`src/hw/ExecPkg.sv`:
```
// Shared types and codes for the execute lane; imported by every RTL file and the testbench
package ExecPkg;

	// Micro-op codes as they arrive from the testbench
	typedef enum logic [3:0] {
		uCmdNop   = 4'h0,	// Bubble
		uCmdAlu3  = 4'h1,	// Rm = Rs op Rt
		uCmdLoad  = 4'h2,	// Rm = mem[Rs + imm]
		uCmdStore = 4'h3,	// mem[Rs + imm] = Rm
		uCmdMul3  = 4'h4,	// Rm = low 64 of Rs * Rt
		uCmdMovRc = 4'h5	// Control reg Rm = Rs
	} uCmdT;

	// ALU function, carried on opUIxt
	typedef enum logic [2:0] {
		aluAdd = 3'h0,
		aluSub = 3'h1,
		aluAnd = 3'h2,
		aluOr  = 3'h3,
		aluXor = 3'h4
	} aluFnT;

	// 0..31 general, 32..63 control
	typedef logic [5:0] regIdT;

	// Destination that means no write; also reads as zero
	localparam regIdT regZzr = 6'd0;

	// Status returned by the data memory
	typedef enum logic [1:0] {
		memReady = 2'b00,	// Data valid or write done
		memHold  = 2'b10,	// Access still pending
		memFault = 2'b11	// Address out of range
	} memOkT;

	typedef logic [63:0] wordT;

endpackage

```
`src/hw/ExStageIf.sv`:
```
// In-flight op state between two execute stages; src on the registering stage, dst on the reader
`timescale 1ns/1ps

interface ExStageIf import ExecPkg::*; ();

	uCmdT uCmd;			// Op code, NOP for a bubble
	logic flush;		// Op is to be nullified in stage 3
	regIdT regIdRn;		// GPR destination
	wordT regValRn;		// GPR value
	regIdT regIdCn;		// Control reg destination
	wordT regValCn;		// Control reg value
	wordT auxA;			// Mul cross product lo*hi, or mem address
	wordT auxB;			// Mul cross product hi*lo, or store data

	modport src (
		output uCmd, flush,
		output regIdRn, regValRn,
		output regIdCn, regValCn,
		output auxA, auxB
	);

	modport dst (
		input uCmd, flush,
		input regIdRn, regValRn,
		input regIdCn, regValCn,
		input auxA, auxB
	);

endinterface

```
`src/hw/ExEx2.sv`:
```
// Execute stage 2: multiply sum and memory request, registered into the s23 link
`timescale 1ns/1ps

module ExEx2 import ExecPkg::*; (
	input logic clock,
	input logic reset,
	input logic hold,
	ExStageIf.dst s12,
	ExStageIf.src s23,
	output logic memRead,
	output logic memWrite,
	output wordT memAddr,		// Word index
	output wordT memWData
);

	wordT crossSum;
	wordT mulLow;
	wordT nextValRn;
	logic isMul;

	assign isMul = (s12.uCmd == uCmdMul3);

	// Only the low 32 bits of the cross terms land in the low half
	assign crossSum = s12.auxA + s12.auxB;
	assign mulLow = s12.regValRn + (crossSum << 32);

	assign nextValRn = isMul ? mulLow : s12.regValRn;

	// Flushed memory ops never reach the memory
	assign memRead = (s12.uCmd == uCmdLoad) && !s12.flush;
	assign memWrite = (s12.uCmd == uCmdStore) && !s12.flush;
	assign memAddr = s12.auxA;
	assign memWData = s12.auxB;

	always_ff @(posedge clock) begin
		if (reset) begin
			s23.uCmd <= uCmdNop;
			s23.flush <= 1'b0;
			s23.regIdRn <= regZzr;
			s23.regIdCn <= regZzr;
		end else if (!hold) begin
			s23.uCmd <= s12.uCmd;
			s23.flush <= s12.flush;
			s23.regIdRn <= s12.regIdRn;
			s23.regIdCn <= s12.regIdCn;
		end
		if (!hold) begin
			s23.regValRn <= nextValRn;		// Final product for MUL3
			s23.regValCn <= s12.regValCn;
			s23.auxA <= s12.auxA;			// Address kept for stage 3
			s23.auxB <= s12.auxB;
		end
	end

endmodule

```
`src/flat_wrapper.sv`:
```
// flat-port wrapper written by rule: the top's interface ports become plain ports
module ExEx2_flat import ExecPkg::*;
  (clock, reset, hold, memRead, memWrite, memAddr, memWData, s12_uCmd, s12_flush, s12_regIdRn, s12_regValRn, s12_regIdCn, s12_regValCn, s12_auxA, s12_auxB, s23_uCmd, s23_flush, s23_regIdRn, s23_regValRn, s23_regIdCn, s23_regValCn, s23_auxA, s23_auxB);
  ExStageIf s12_i ();
  ExStageIf s23_i ();
  input logic clock;
  input logic reset;
  input logic hold;
  output logic memRead;
  output logic memWrite;
  output wordT memAddr;
  output wordT memWData;
  input wire logic [$bits(s12_i.uCmd)-1:0] s12_uCmd;
  input wire logic [$bits(s12_i.flush)-1:0] s12_flush;
  input wire logic [$bits(s12_i.regIdRn)-1:0] s12_regIdRn;
  input wire logic [$bits(s12_i.regValRn)-1:0] s12_regValRn;
  input wire logic [$bits(s12_i.regIdCn)-1:0] s12_regIdCn;
  input wire logic [$bits(s12_i.regValCn)-1:0] s12_regValCn;
  input wire logic [$bits(s12_i.auxA)-1:0] s12_auxA;
  input wire logic [$bits(s12_i.auxB)-1:0] s12_auxB;
  output wire logic [$bits(s23_i.uCmd)-1:0] s23_uCmd;
  output wire logic [$bits(s23_i.flush)-1:0] s23_flush;
  output wire logic [$bits(s23_i.regIdRn)-1:0] s23_regIdRn;
  output wire logic [$bits(s23_i.regValRn)-1:0] s23_regValRn;
  output wire logic [$bits(s23_i.regIdCn)-1:0] s23_regIdCn;
  output wire logic [$bits(s23_i.regValCn)-1:0] s23_regValCn;
  output wire logic [$bits(s23_i.auxA)-1:0] s23_auxA;
  output wire logic [$bits(s23_i.auxB)-1:0] s23_auxB;
  assign s12_i.uCmd = s12_uCmd;
  assign s12_i.flush = s12_flush;
  assign s12_i.regIdRn = s12_regIdRn;
  assign s12_i.regValRn = s12_regValRn;
  assign s12_i.regIdCn = s12_regIdCn;
  assign s12_i.regValCn = s12_regValCn;
  assign s12_i.auxA = s12_auxA;
  assign s12_i.auxB = s12_auxB;
  assign s23_uCmd = s23_i.uCmd;
  assign s23_flush = s23_i.flush;
  assign s23_regIdRn = s23_i.regIdRn;
  assign s23_regValRn = s23_i.regValRn;
  assign s23_regIdCn = s23_i.regIdCn;
  assign s23_regValCn = s23_i.regValCn;
  assign s23_auxA = s23_i.auxA;
  assign s23_auxB = s23_i.auxB;
  ExEx2 u_core (.clock(clock), .reset(reset), .hold(hold), .s12(s12_i), .s23(s23_i), .memRead(memRead), .memWrite(memWrite), .memAddr(memAddr), .memWData(memWData));
endmodule
```
`config.mk`:
```
export PLATFORM = sky130hd
export DESIGN_NAME = ExEx2_flat
export DESIGN_NICKNAME = d
export VERILOG_FILES = /design/src/hw/ExecPkg.sv /design/src/hw/ExStageIf.sv /design/src/hw/ExEx2.sv /design/src/flat_wrapper.sv
export SDC_FILE = /design/constraint.sdc
export NUM_CORES = 1
export LEC_CHECK = 0
export ABC_AREA = 1
export ABC_CLOCK_PERIOD_IN_PS = 17400
export BUFFER_PORTS_ARGS = -buffer_cell sky130_fd_sc_hd__buf_2
export CAP_MARGIN = 10
export CORE_AREA = 3 3 267 269
export CTS_BUF_LIST = sky130_fd_sc_hd__clkbuf_16
export CTS_CLUSTER_DIAMETER = 50
export CTS_CLUSTER_SIZE = 24
export DETAILED_ROUTE_END_ITERATION = 16
export DIE_AREA = 0 0 270 272
export GPL_TIMING_DRIVEN = 1
export MAX_ROUTING_LAYER = met4
export PLACE_DENSITY = 0.44
export SLEW_MARGIN = 40
export SYNTH_ARGS = -nofsm -noshare
export SYNTH_HDL_FRONTEND = slang
export SYNTH_SLANG_ARGS = --single-unit
```
`constraint.sdc`:
```
create_clock -name clock -period 17.4 [get_ports clock]
set_input_delay 2.61 -clock clock [delete_from_list [all_inputs] [get_ports clock]]
set_output_delay 2.61 -clock clock [all_outputs]
set_load 0.01 [all_outputs]
```
-- Yosys cells after proc, flatten, opt, wreduce, memory -nomap -nowiden
Index checks and enable logic that the tools add are counted.
- reduce and logical (&&, ||, !) cells: 3
- mux-type cells: 1
- $add $sub $neg: 2
- eq/ne operators: 3
- operator list (kind ; count):
    64-bit adder ; 1
    64-bit 2-to-1 mux ; 1
    32-bit adder ; 1
    4-bit by 2-bit == test with 1-bit output, second input constant ; 2
    4-bit by 3-bit == test with 1-bit output, second input constant ; 1
    1-bit logical AND ; 2
    1-bit zero test ; 1
- register bits after elaboration: 273
- word-level logic and storage cells: 17
- bits of input ports: 276
- output and inout bits: 403

-- Depth between registers and ports, before layout
- depth after elaboration: 3
- depth in mapped cells: 26
- mapped depth without buffers: 26

-- Worst setup path before layout
Ideal clock, no wire load.
- kind: input port to flip-flop
- from: input port hold
- to: register u_core.s23.auxA[0], enable pin
- library setup time: 719 ps
- arrival time: 10016 ps
- cell stages on the path: 3
- setup slack: 6665 ps
- path buffers: 2
- required time: 16681 ps
- path through: clkbuf_1 > clkinv_1 > clkbuf_1
- RTL lines (element ; RTL line ; source):
    from (decl) ; flat_wrapper.sv:8 ; input logic hold;
    to (decl) ; ExStageIf.sv:19 ; output auxA, auxB
No word-level cell between the ends.

-- Worst setup path in the final report
- from: input port s12_uCmd[3]
- to: output port memRead
- longest elaborated chain between the ends: 2
- ends and longest elaborated chain (element ; RTL line ; source):
    from (decl) ; flat_wrapper.sv:13 ; input wire logic [$bits(s12_i.uCmd)-1:0] s12_uCmd;
    4-bit by 2-bit == test with 1-bit output ; ExEx2.sv:30 ; assign memRead = (s12.uCmd == uCmdLoad) && !s12.flush;
    1-bit logical AND ; ExEx2.sv:30 ;
    to (decl) ; flat_wrapper.sv:9 ; output logic memRead;
Every way passes these cells.

==> results.cfg <==
[synth]
syn_inst = 1245
synth-edff-count = 256
synth_cell_types = 44
ys.warnings.count = 0
synth.avg_cell_area_um2 = 10.87
syn_nets = 1590
synth_area_um2 = 13530
ys_async_sr_fraction_pct = 0
ys_seq_area_share_pct = 59.32
synth_flop_cell = edfxtp_1
ys_ff_latch = 273

[sta]
min_period_ns = 6.154
min_period_over_period_pct = 35.37
tightest_slew_ns = 0.7735
fin_skew_ns = 0
clock.fmax_mhz = 162.5
setup_viol = 0
tns_ns = 0
slew_violations = 0
max_slew_margin_pct = 48.43
hold_violations = 0
rsz0062_at_grt = no

[floorplan]
die_width_um = 270
start_util_pct = 19.66
dieHeight_um = 272
design.core.area_um2 = 68830
rows = 96
die_area_um2 = 73440
pin_count = 679

[cts]
cts_buffers = 49
clk_latency_ns = 0.56
cts_setup_buffers = 0
clock_tree.buffer_depth = 3
htreeDepth = 2
clockRootBuffer = clkbuf_16
clk_pin_slew_ns = 0.05
clock-sinks = 273
cts_resized = 0
holdBufCountCts = 0
cts_tree = yes

[worst_setup_path]
end_kind = output pin
crit_fanout = 3
critPathArrivalTime_ns = 3.54
required_ns = 14.79
critPathLaunchType = primary input
critPathKind = in -> out

[placed_design]
gp_congestion = 0.9462
dp_hpwl_um = 55510
io_buffers = 678

[global_route]
grt_usage_pct = 17.86
antenna_found_initial = 21
grt-ovfl-total = 0
grt_pass1_vias = 11660
grt_max_degree = 139
grt_pass1_wl_um = 90050

[cells_and_area]
seq_area_um2 = 8028
area_growth_pct = 39.52
nFillCells = 7332
multi_input_area_um2 = 4134
drive_gt1_share_pct = 43.16
layout_commonest_cell = buf_2
fin_nets = 2183
final_cell_mix = buf_2, nand2_1, edfxtp_1

[power]
power_density_nw_per_um2 = 120.3
ir_drop_mv = 0.06702
leakage_uw = 0.008584
power_uw = 2271

[hold_path]
hp-class = reg -> reg

[routing]
ant_nets = 0
totalWireLength_um = 66560
drt_iter0_markers = 748
avgRoutedWirePerCell_um = 23.58
first_pass_iters = 5
vias = 11450
drc = 0
vias_per_cell = 4.057

[job]
timing.max_cap.violations = 0

[status]
status = completed
==> final timing paths <==
kind | start | to | slack (ns) | cells past startpoint
worst max register to register | u_core.s23.uCmd[2] | u_core.s23.uCmd[2] | 16.74 | 2
worst max-delay path | s12_uCmd[3] | memRead | 11.25 | 4
worst min-delay path | u_core.s23.regIdRn[1] | u_core.s23.regIdRn[1] | 0.46 | 2
worst min register to register | u_core.s23.regIdRn[1] | u_core.s23.regIdRn[1] | 0.46 | 2
==> critical path, cell delays in order <==
cell and delay, ns:
buf_2 0.13, or2_2 0.31, nor4b_1 0.29, buf_2 0.20
==> state kept, by name (all words and copies together), names as in the netlist <==
| register | cells |
|---|---|
| u_core.s23.regValRn | 64 |
| u_core.s23.regIdCn | 6 |
| u_core.s23.regIdRn | 6 |
| u_core.s23.auxA | 64 |
| u_core.s23.regValCn | 64 |
| u_core.s23.auxB | 64 |
| u_core.s23.flush | 1 |
| u_core.s23.uCmd | 4 |
==> cell families after synthesis <==
logic type | synth area share (%)
compound gates | 6.731
simple gates | 14.80
xor+xnor | 2.524
fa+ha+maj | 6.490
flops | 59.32
buf+inv | 10.13
==> per-layer routing <==
metal | vias up | global-route usage, % | routed length [µm]
met5 | - | - | 0
met4 | 0 | 6.295 | 2439
met3 | 84 | 5.303 | 4538
met2 | 428 | 31.64 | 34150
met1 | 5561 | 18.93 | 25430
li1 | 5380 | - | -
==> synth_stat cells (10+ instances only) <==
master,number,share of area (%)
xor2_1,19,1.2
nor3_1,17,0.63
inv_2,10,0.28
dfxtp_1,17,2.5
nand2_1,287,8.0
nor2_1,71,2.0
nand2_2,13,0.60
ha_1,67,6.2
o21ai_0,29,1.1
xnor2_1,20,1.3
edfxtp_1,256,57
a21oi_1,87,3.2
inv_1,87,2.4
nand3_1,43,1.6
clkbuf_1,10,0.28
buf_4,128,7.1
==> report_power, final <==
group | total, µW | leakage, µW | switching (µW) | internal, µW
Clock | 996 | 0.000841 | 387 | 609
Combinational | 480 | 0.00510 | 315 | 165
Sequential | 794 | 0.00265 | 16.8 | 777
==> final cells by class <==
class | instances | area share [%]
Clock inverter | 41 | 2.339
Inverter | 98 | 2.015
Clock buffer | 51 | 6.759
Tap cell | 931 | 6.170
Multi-Input combinational cell | 735 | 21.90
Sequential cell | 273 | 42.52
Timing Repair Buffer | 681 | 18.13
Antenna cell | 13 | 0.1723
==> per-stage QoR <==
step	instances	hold slack (ns)	util (%)	setup WS, ns	instance area, µm²
2_1_floorplan	1245	0.4900	-	6.665	13530
3_3_place_gp	2718	0.4512	24.87	10.91	17120
3_5_place_dp	2718	0.4524	24.89	10.92	17130
4_1_cts	2810	0.4611	27.39	11.26	18850
5_1_grt	2823	0.4770	27.43	11.20	18880
6_report	2823	0.4594	27.43	11.25	18880
(Power assumes the default switching activity.)
