--- src/hw/ExecPkg.sv ---
// Shared types and codes for the execute lane; imported by every RTL file and the testbench
package ExecPkg;

	// Micro-op codes as they arrive from the testbench
	typedef enum logic [3:0] {
		uCmdNop   = 4'h0,	// Bubble
		uCmdAlu3  = 4'h1,	// Rm = Rs op Rt
		uCmdLoad  = 4'h2,	// Rm = mem[Rs + imm]
		uCmdStore = 4'h3,	// mem[Rs + imm] = Rm
		uCmdMul3  = 4'h4,	// Rm = low 64 of Rs * Rt
		uCmdMovRc = 4'h5	// Control reg Rm = Rs
	} uCmdT;

	// ALU function, carried on opUIxt
	typedef enum logic [2:0] {
		aluAdd = 3'h0,
		aluSub = 3'h1,
		aluAnd = 3'h2,
		aluOr  = 3'h3,
		aluXor = 3'h4
	} aluFnT;

	// 0..31 general, 32..63 control
	typedef logic [5:0] regIdT;

	// Destination that means no write; also reads as zero
	localparam regIdT regZzr = 6'd0;

	// Status returned by the data memory
	typedef enum logic [1:0] {
		memReady = 2'b00,	// Data valid or write done
		memHold  = 2'b10,	// Access still pending
		memFault = 2'b11	// Address out of range
	} memOkT;

	typedef logic [63:0] wordT;

endpackage

--- src/hw/ExStageIf.sv ---
// In-flight op state between two execute stages; src on the registering stage, dst on the reader
`timescale 1ns/1ps

interface ExStageIf import ExecPkg::*; ();

	uCmdT uCmd;			// Op code, NOP for a bubble
	logic flush;		// Op is to be nullified in stage 3
	regIdT regIdRn;		// GPR destination
	wordT regValRn;		// GPR value
	regIdT regIdCn;		// Control reg destination
	wordT regValCn;		// Control reg value
	wordT auxA;			// Mul cross product lo*hi, or mem address
	wordT auxB;			// Mul cross product hi*lo, or store data

	modport src (
		output uCmd, flush,
		output regIdRn, regValRn,
		output regIdCn, regValCn,
		output auxA, auxB
	);

	modport dst (
		input uCmd, flush,
		input regIdRn, regValRn,
		input regIdCn, regValCn,
		input auxA, auxB
	);

endinterface

--- src/hw/ExEx3.sv ---
// Third execute stage that selects the destination, stalls on memory wait and nullifies faults and flushes; instanced in ExLane
`timescale 1ns/1ps

module ExEx3 import ExecPkg::*; #(
	parameter int MemWords = 256,
	parameter int MemWaitCycles = 2
) (
	input logic clock,
	input logic reset,
	ExStageIf.dst s23,
	input memOkT memOk,
	input wordT memRData,
	output logic hold,			// Global pipeline stall
	output logic memFault,		// One-cycle fault pulse
	output regIdT regIdRn,
	output regIdT regIdCn,
	output wordT regValRn,
	output wordT regValCn
);

	logic isMemOp;
	logic isLoad;
	regIdT nextIdRn;
	regIdT nextIdCn;
	wordT nextValRn;

	assign isLoad = (s23.uCmd == uCmdLoad);
	assign isMemOp = (isLoad || s23.uCmd == uCmdStore) && !s23.flush;

	assign hold = isMemOp && (memOk == memHold);
	assign memFault = isMemOp && (memOk == ExecPkg::memFault);

	always_comb begin
		nextIdRn = s23.regIdRn;		// Forward by default
		nextIdCn = s23.regIdCn;
		nextValRn = s23.regValRn;
		if (isLoad) begin
			nextValRn = memRData;
		end
		// Faulted or flushed op writes nothing
		if (memFault || s23.flush) begin
			nextIdRn = regZzr;
			nextIdCn = regZzr;
		end
	end

	// Outputs stay put while the memory holds
	always_ff @(posedge clock) begin
		if (reset) begin
			regIdRn <= regZzr;
			regIdCn <= regZzr;
		end else if (!hold) begin
			regIdRn <= nextIdRn;
			regIdCn <= nextIdCn;
		end
		if (!hold) begin
			regValRn <= nextValRn;
			regValCn <= s23.regValCn;
		end
	end

	// Memory wait is bounded by the configured wait count
	assert property (@(posedge clock) disable iff (reset)
		hold [*(MemWaitCycles + 1)] |=> !hold)
		else $error("hold longer than MemWaitCycles+1 cycles");

	// Next op after a fault starts a fresh access or is no memory op
	assert property (@(posedge clock) disable iff (reset)
		memFault |=> !memFault)
		else $error("memFault longer than one cycle");

	// Completion status agrees with the address held in stage 3
	assert property (@(posedge clock) disable iff (reset)
		(isMemOp && !hold) |-> ((memOk == ExecPkg::memFault) == (s23.auxA >= 64'(MemWords))))
		else $error("memory status does not match address range");

endmodule

--- src/flat_wrapper.sv ---
// flat-port wrapper written by rule: the top's interface ports become plain ports
module ExEx3_flat import ExecPkg::*;
#(
	parameter int MemWords = 256,
	parameter int MemWaitCycles = 2
)
  (clock, reset, memOk, memRData, hold, memFault, regIdRn, regIdCn, regValRn, regValCn, s23_uCmd, s23_flush, s23_regIdRn, s23_regValRn, s23_regIdCn, s23_regValCn, s23_auxA, s23_auxB);
  ExStageIf s23_i ();
  input logic clock;
  input logic reset;
  input memOkT memOk;
  input wordT memRData;
  output logic hold;
  output logic memFault;
  output regIdT regIdRn;
  output regIdT regIdCn;
  output wordT regValRn;
  output wordT regValCn;
  input wire logic [$bits(s23_i.uCmd)-1:0] s23_uCmd;
  input wire logic [$bits(s23_i.flush)-1:0] s23_flush;
  input wire logic [$bits(s23_i.regIdRn)-1:0] s23_regIdRn;
  input wire logic [$bits(s23_i.regValRn)-1:0] s23_regValRn;
  input wire logic [$bits(s23_i.regIdCn)-1:0] s23_regIdCn;
  input wire logic [$bits(s23_i.regValCn)-1:0] s23_regValCn;
  input wire logic [$bits(s23_i.auxA)-1:0] s23_auxA;
  input wire logic [$bits(s23_i.auxB)-1:0] s23_auxB;
  assign s23_i.uCmd = s23_uCmd;
  assign s23_i.flush = s23_flush;
  assign s23_i.regIdRn = s23_regIdRn;
  assign s23_i.regValRn = s23_regValRn;
  assign s23_i.regIdCn = s23_regIdCn;
  assign s23_i.regValCn = s23_regValCn;
  assign s23_i.auxA = s23_auxA;
  assign s23_i.auxB = s23_auxB;
  ExEx3 #(.MemWords(MemWords), .MemWaitCycles(MemWaitCycles)) u_core (.clock(clock), .reset(reset), .s23(s23_i), .memOk(memOk), .memRData(memRData), .hold(hold), .memFault(memFault), .regIdRn(regIdRn), .regIdCn(regIdCn), .regValRn(regValRn), .regValCn(regValCn));
endmodule
--- config.mk ---
export PLATFORM = sky130hd
export DESIGN_NAME = ExEx3_flat
export DESIGN_NICKNAME = d
export VERILOG_FILES = /design/src/hw/ExecPkg.sv /design/src/hw/ExStageIf.sv /design/src/hw/ExEx3.sv /design/src/flat_wrapper.sv
export SDC_FILE = /design/constraint.sdc
export NUM_CORES = 1
export LEC_CHECK = 0
export BUFFER_PORTS_ARGS = -buffer_cell sky130_fd_sc_hd__buf_2
export CORE_AREA = 3 3 187 189
export DETAILED_ROUTE_END_ITERATION = 12
export DIE_AREA = 0 0 190 192
export SETUP_SLACK_MARGIN = 0.02
export SLEW_MARGIN = 25
export SYNTH_ARGS = -nofsm -noshare
export SYNTH_HDL_FRONTEND = slang
export SYNTH_SLANG_ARGS = --single-unit
--- constraint.sdc ---
create_clock -name clock -period 2.81 [get_ports clock]
set_input_delay 0.281 -clock clock [delete_from_list [all_inputs] [get_ports clock]]
set_output_delay 0.281 -clock clock [all_outputs]
set_load 0.05 [all_outputs]
# == Word level (Yosys, flattened, before mapping) ==
# Index checks and enable logic that the tools add are counted.
# classes
eq_ne,4
n_mux,3
reduce_logical,6
# op_table
cell,count
64-bit 2-to-1 mux,1
6-bit 2-to-1 mux,2
"4-bit by 2-bit == test with 1-bit output, second input constant",2
"2-bit == test, second input constant",2
1-bit logical AND,3
1-bit logical OR,2
1-bit logical NOT,1
# totals
register_bits,140
input_bits,341
out_inout_bits,142
word_cells,17

# == Logic depth before layout (Yosys ltp) ==
# logic_depth
depth_word,6
ltp_mapped,4
mapped_depth_nobuf,3

# == Worst setup path before layout ==
# OpenSTA, ideal clock, no wires.
# synth_path
path_kind,in2out
start,input port memOk[1]
end,output port hold
t_arrival_ps,2824
required_time_ps,2529
slack_ps,-295
stages,3
n_path_buf,0
path_cell_list,or4b_4 or2_2 inv_1
# synth_via
elab_chain_cells,2
# synth_lines
item,line_no,source
from (decl),flat_wrapper.sv:11,input memOkT memOk;
2-bit == test,ExEx3.sv:30,assign hold = isMemOp && (memOk == memHold);
1-bit logical AND,ExEx3.sv:30,
to (decl),flat_wrapper.sv:13,output logic hold;
# Every way passes these cells.

# == Worst setup path in the final report ==
# layout_path
start,input port s23_flush
end,output port hold
# layout_via
elab_chain_cells,3
# layout_lines
item,line_no,source
from (decl),flat_wrapper.sv:20,input wire logic [$bits(s23_i.flush)-1:0] s23_flush;
1-bit logical NOT,ExEx3.sv:28,assign isMemOp = (isLoad || s23.uCmd == uCmdStore) && !s23.flush;
1-bit logical AND,ExEx3.sv:28,
1-bit logical AND,ExEx3.sv:30,
# Every way passes these cells.

==> impl_metrics.py <==
metrics = {
    "power_and_ir_drop": {
        "pwr-share-clk_pct": 40.8,
        "irDropWorstVdd_uv": 377,
        "power.leakage_nw": 3.70,
        "p_comb_share_pct": 16.6,
        "switching_share_pct": 28.5,
        "seq_power_share_pct": 42.6,
        "internal_power_mw": 4.10,
        "p_sw_mw": 1.63,
        "p_per_area_nw_per_um2": 673,
        "fin_total_pwr_mw": 5.74,
    },
    "sta": {
        "setup_tns_ns": 0,
        "final-hold-violation-count": 0,
        "hold_ws_ns": 0.0349,
        "grt_setup_unrepaired": "no",
        "tightestPinTransition_ns": 0.617,
        "maxSlewViolCount": 0,
        "post-route-period-util_pct": 75.2,
        "min_period_ns": 2.11,
        "setup_viol": 0,
        "fmaxAchievable_mhz": 473,
        "maxSlewHeadroom_pct": 58.9,
        "clock_skew_ns": 0,
    },
    "cts": {
        "cts_buffers": 17,
        "postCtsSetupRepairBufs": 0,
        "cts_resized": 0,
        "cts_sinks": 140,
        "htree_levels": 4,
        "clkTransAtPathRegs_ns": 0.06,
        "cts_buffer_depth": 2,
        "cts_tree": "yes",
        "clock_latency_ns": 0.43,
        "cts_root_buf": "clkbuf_16",
    },
    "layout": {
        "most-common-layout-cells": "354 x buf_2, 128 x edfxtp_1, 64 x mux2_2",
        "layout_commonest_cell": "buf_2",
        "syn2layout_area_growth_pct": 68.3,
        "finish.utilization_pct": 25.5,
        "nets": 997,
        "drive_gt1_share_pct": 69.5,
    },
    "setup_path": {
        "worstSetupStartpointType": "input pin",
        "critPathKind": "in2out",
        "reg2reg_depth": 1,
        "startpoint": "s23_flush",
        "rr_endpoint": "u_core.regIdRn[1]",
        "rrSetupSlack_ns": 2.14,
        "r2r-start": "u_core.regIdRn[1]",
        "crit_required_ns": 2.53,
        "cp_max_fo": 39,
        "worstPathArrival_ns": 1.83,
        "end_kind": "output pin",
    },
    "floorplanning": {
        "initial_core_util_pct": 15.1,
        "ios": 483,
        "die_x_microns": 190,
        "die_h_microns": 192,
        "rows": 67,
        "dieArea_sq_um": 36500,
        "core_area_sq_um": 33400,
    },
    "routing": {
        "wl_per_cell_microns": 16.6,
        "drc": 0,
        "vias_per_cell": 3.42,
        "wl_mm": 18.6,
        "dr.pass1.iters": 4,
        "drt-initial-drc-count": 94,
        "num_vias": 3826,
        "ant_nets": 0,
    },
    "placement": {
        "hpwl_mm": 14.3,
        "gp_congestion": 0.737,
        "portBuffers": 354,
    },
    "job": {
        "drv_cap": 0,
    },
    "yosys": {
        "synth_fp_nets": 576,
        "synth_seq_cells": 140,
        "seq_area_frac_synth_pct": 80.7,
        "syn_avg_cell_area_sq_um": 21.5,
        "synth.distinct_cells": 18,
        "syn_inst": 235,
        "syn_area_sq_um": 5060,
        "yosysWarnings": 0,
    },
    "global_route": {
        "grt-ovfl-total": 0,
        "track_usage_pct": 9.65,
        "grt_pass1_vias": 3949,
        "grt_start_max_net_pins": 65,
        "antenna_found_initial": 1,
        "grt_first_pass_wirelength_mm": 24.7,
    },
    "hold_path": {
        "min_path_type": "in2reg",
        "holdPathEnd": "u_core.regValCn[59]",
        "min-delay-start": "s23_regValCn[59]",
        "whs_path_depth": 1,
    },
    "outcome": {
        "status": "complete, no violations",
    },
}
-- critical path: stages --
cell,delay [ns]
buf_2,0.11
or4b_4,0.57
or2_4,0.46
inv_1,0.10
buf_2,0.26
-- area by class of cell --
| cell class | count | area (sq um) |
|---|---|---|
| Inverter | 1 | 3.75 |
| Tap cell | 448 | 561 |
| Clock inverter | 15 | 170 |
| Timing Repair Buffer | 411 | 2360 |
| Clock buffer | 17 | 425 |
| Fill cell | 3506 | 24900 |
| Sequential cell | 140 | 4080 |
| Antenna cell | 1 | 2.50 |
| Multi-Input combinational cell | 85 | 918 |
-- metal layers --
metal / share of wire, % / vias up / track usage [%] / wire, microns
met1: 39 / 1802 / 10.8 / 7190
met5: 0 / - / 0 / 0
met2: 51 / 226 / 16.7 / 9550
met3: 7.9 / 17 / 3.08 / 1470
li1: - / 1781 / - / -
met4: 1.9 / 0 / 4.55 / 352
-- kinds of logic (layout without fill, tap and decap cells) --
logic type             count (synthesis)  count (layout)  synth area share, %
muxes                                 64              64                 14.2
buffers and inverters                 10             444                 1.36
AOI/OAI and AO/OA                     13              13                 2.50
DFF                                  140             140                 80.7
other                                  0               1                    0
and+or+nand+nor                        8               8                 1.24
-- per-stage QoR --
step / instance area [sq um] / cells / worst slack (ns)
after floorplan: 5060 / 235 / 0.510
after global placement: 7390 / 1032 / 0.661
after detailed placement: 7390 / 1032 / 0.632
after CTS: 8490 / 1114 / 0.702
after global routing: 8520 / 1117 / 0.652
final: 8520 / 1118 / 0.696
-- power groups by stage --
stage | sequential [mW] | combinational, mW | clock [mW]
finish | 2.44 | 0.950 | 2.34
CTS | 2.44 | 0.959 | 2.45
global route | 2.45 | 0.993 | 2.54
floorplan | 2.98 | 0.0874 | 0
detailed placement | 2.49 | 0.901 | 0
global placement | 2.48 | 0.895 | 0
-- state kept, by name (all words and copies together) (netlist names) --
register and count:
u_core.regIdCn 6, u_core.regIdRn 6, u_core.regValCn 64, u_core.regValRn 64
-- cell usage after synthesis, drive strengths merged --
master / number / area share (%)
nand2b: 1 / 0.12
mux2: 64 / 14
buf: 8 / 1.2
nor3: 1 / 0.32
a22o: 12 / 2.3
dfxtp: 12 / 4.7
a311oi: 1 / 0.17
or4b: 1 / 0.27
inv: 1 / 0.074
nor2: 2 / 0.15
nor4b: 1 / 0.17
or2: 1 / 0.12
nand2: 1 / 0.074
edfxtp: 128 / 76
clkbuf: 1 / 0.074
-- worst max path at each step --
stage	endpoint	slack [ns]	cells after the start
2_1_floorplan	hold	0.51	3
3_3_place_gp	u_core.regValRn[59]	0.66	4
3_5_place_dp	u_core.regValRn[60]	0.63	4
4_1_cts	hold	0.70	5
5_1_grt	hold	0.65	5
6_report	hold	0.70	5
-- timing repair --
item / in CTS / in global routing
endpoints found under the setup margin: 0 / 0
endpoints found under the hold margin: 50 / 3
hold buffers: 50 / 3
Power figures use the tool's default switching activity.
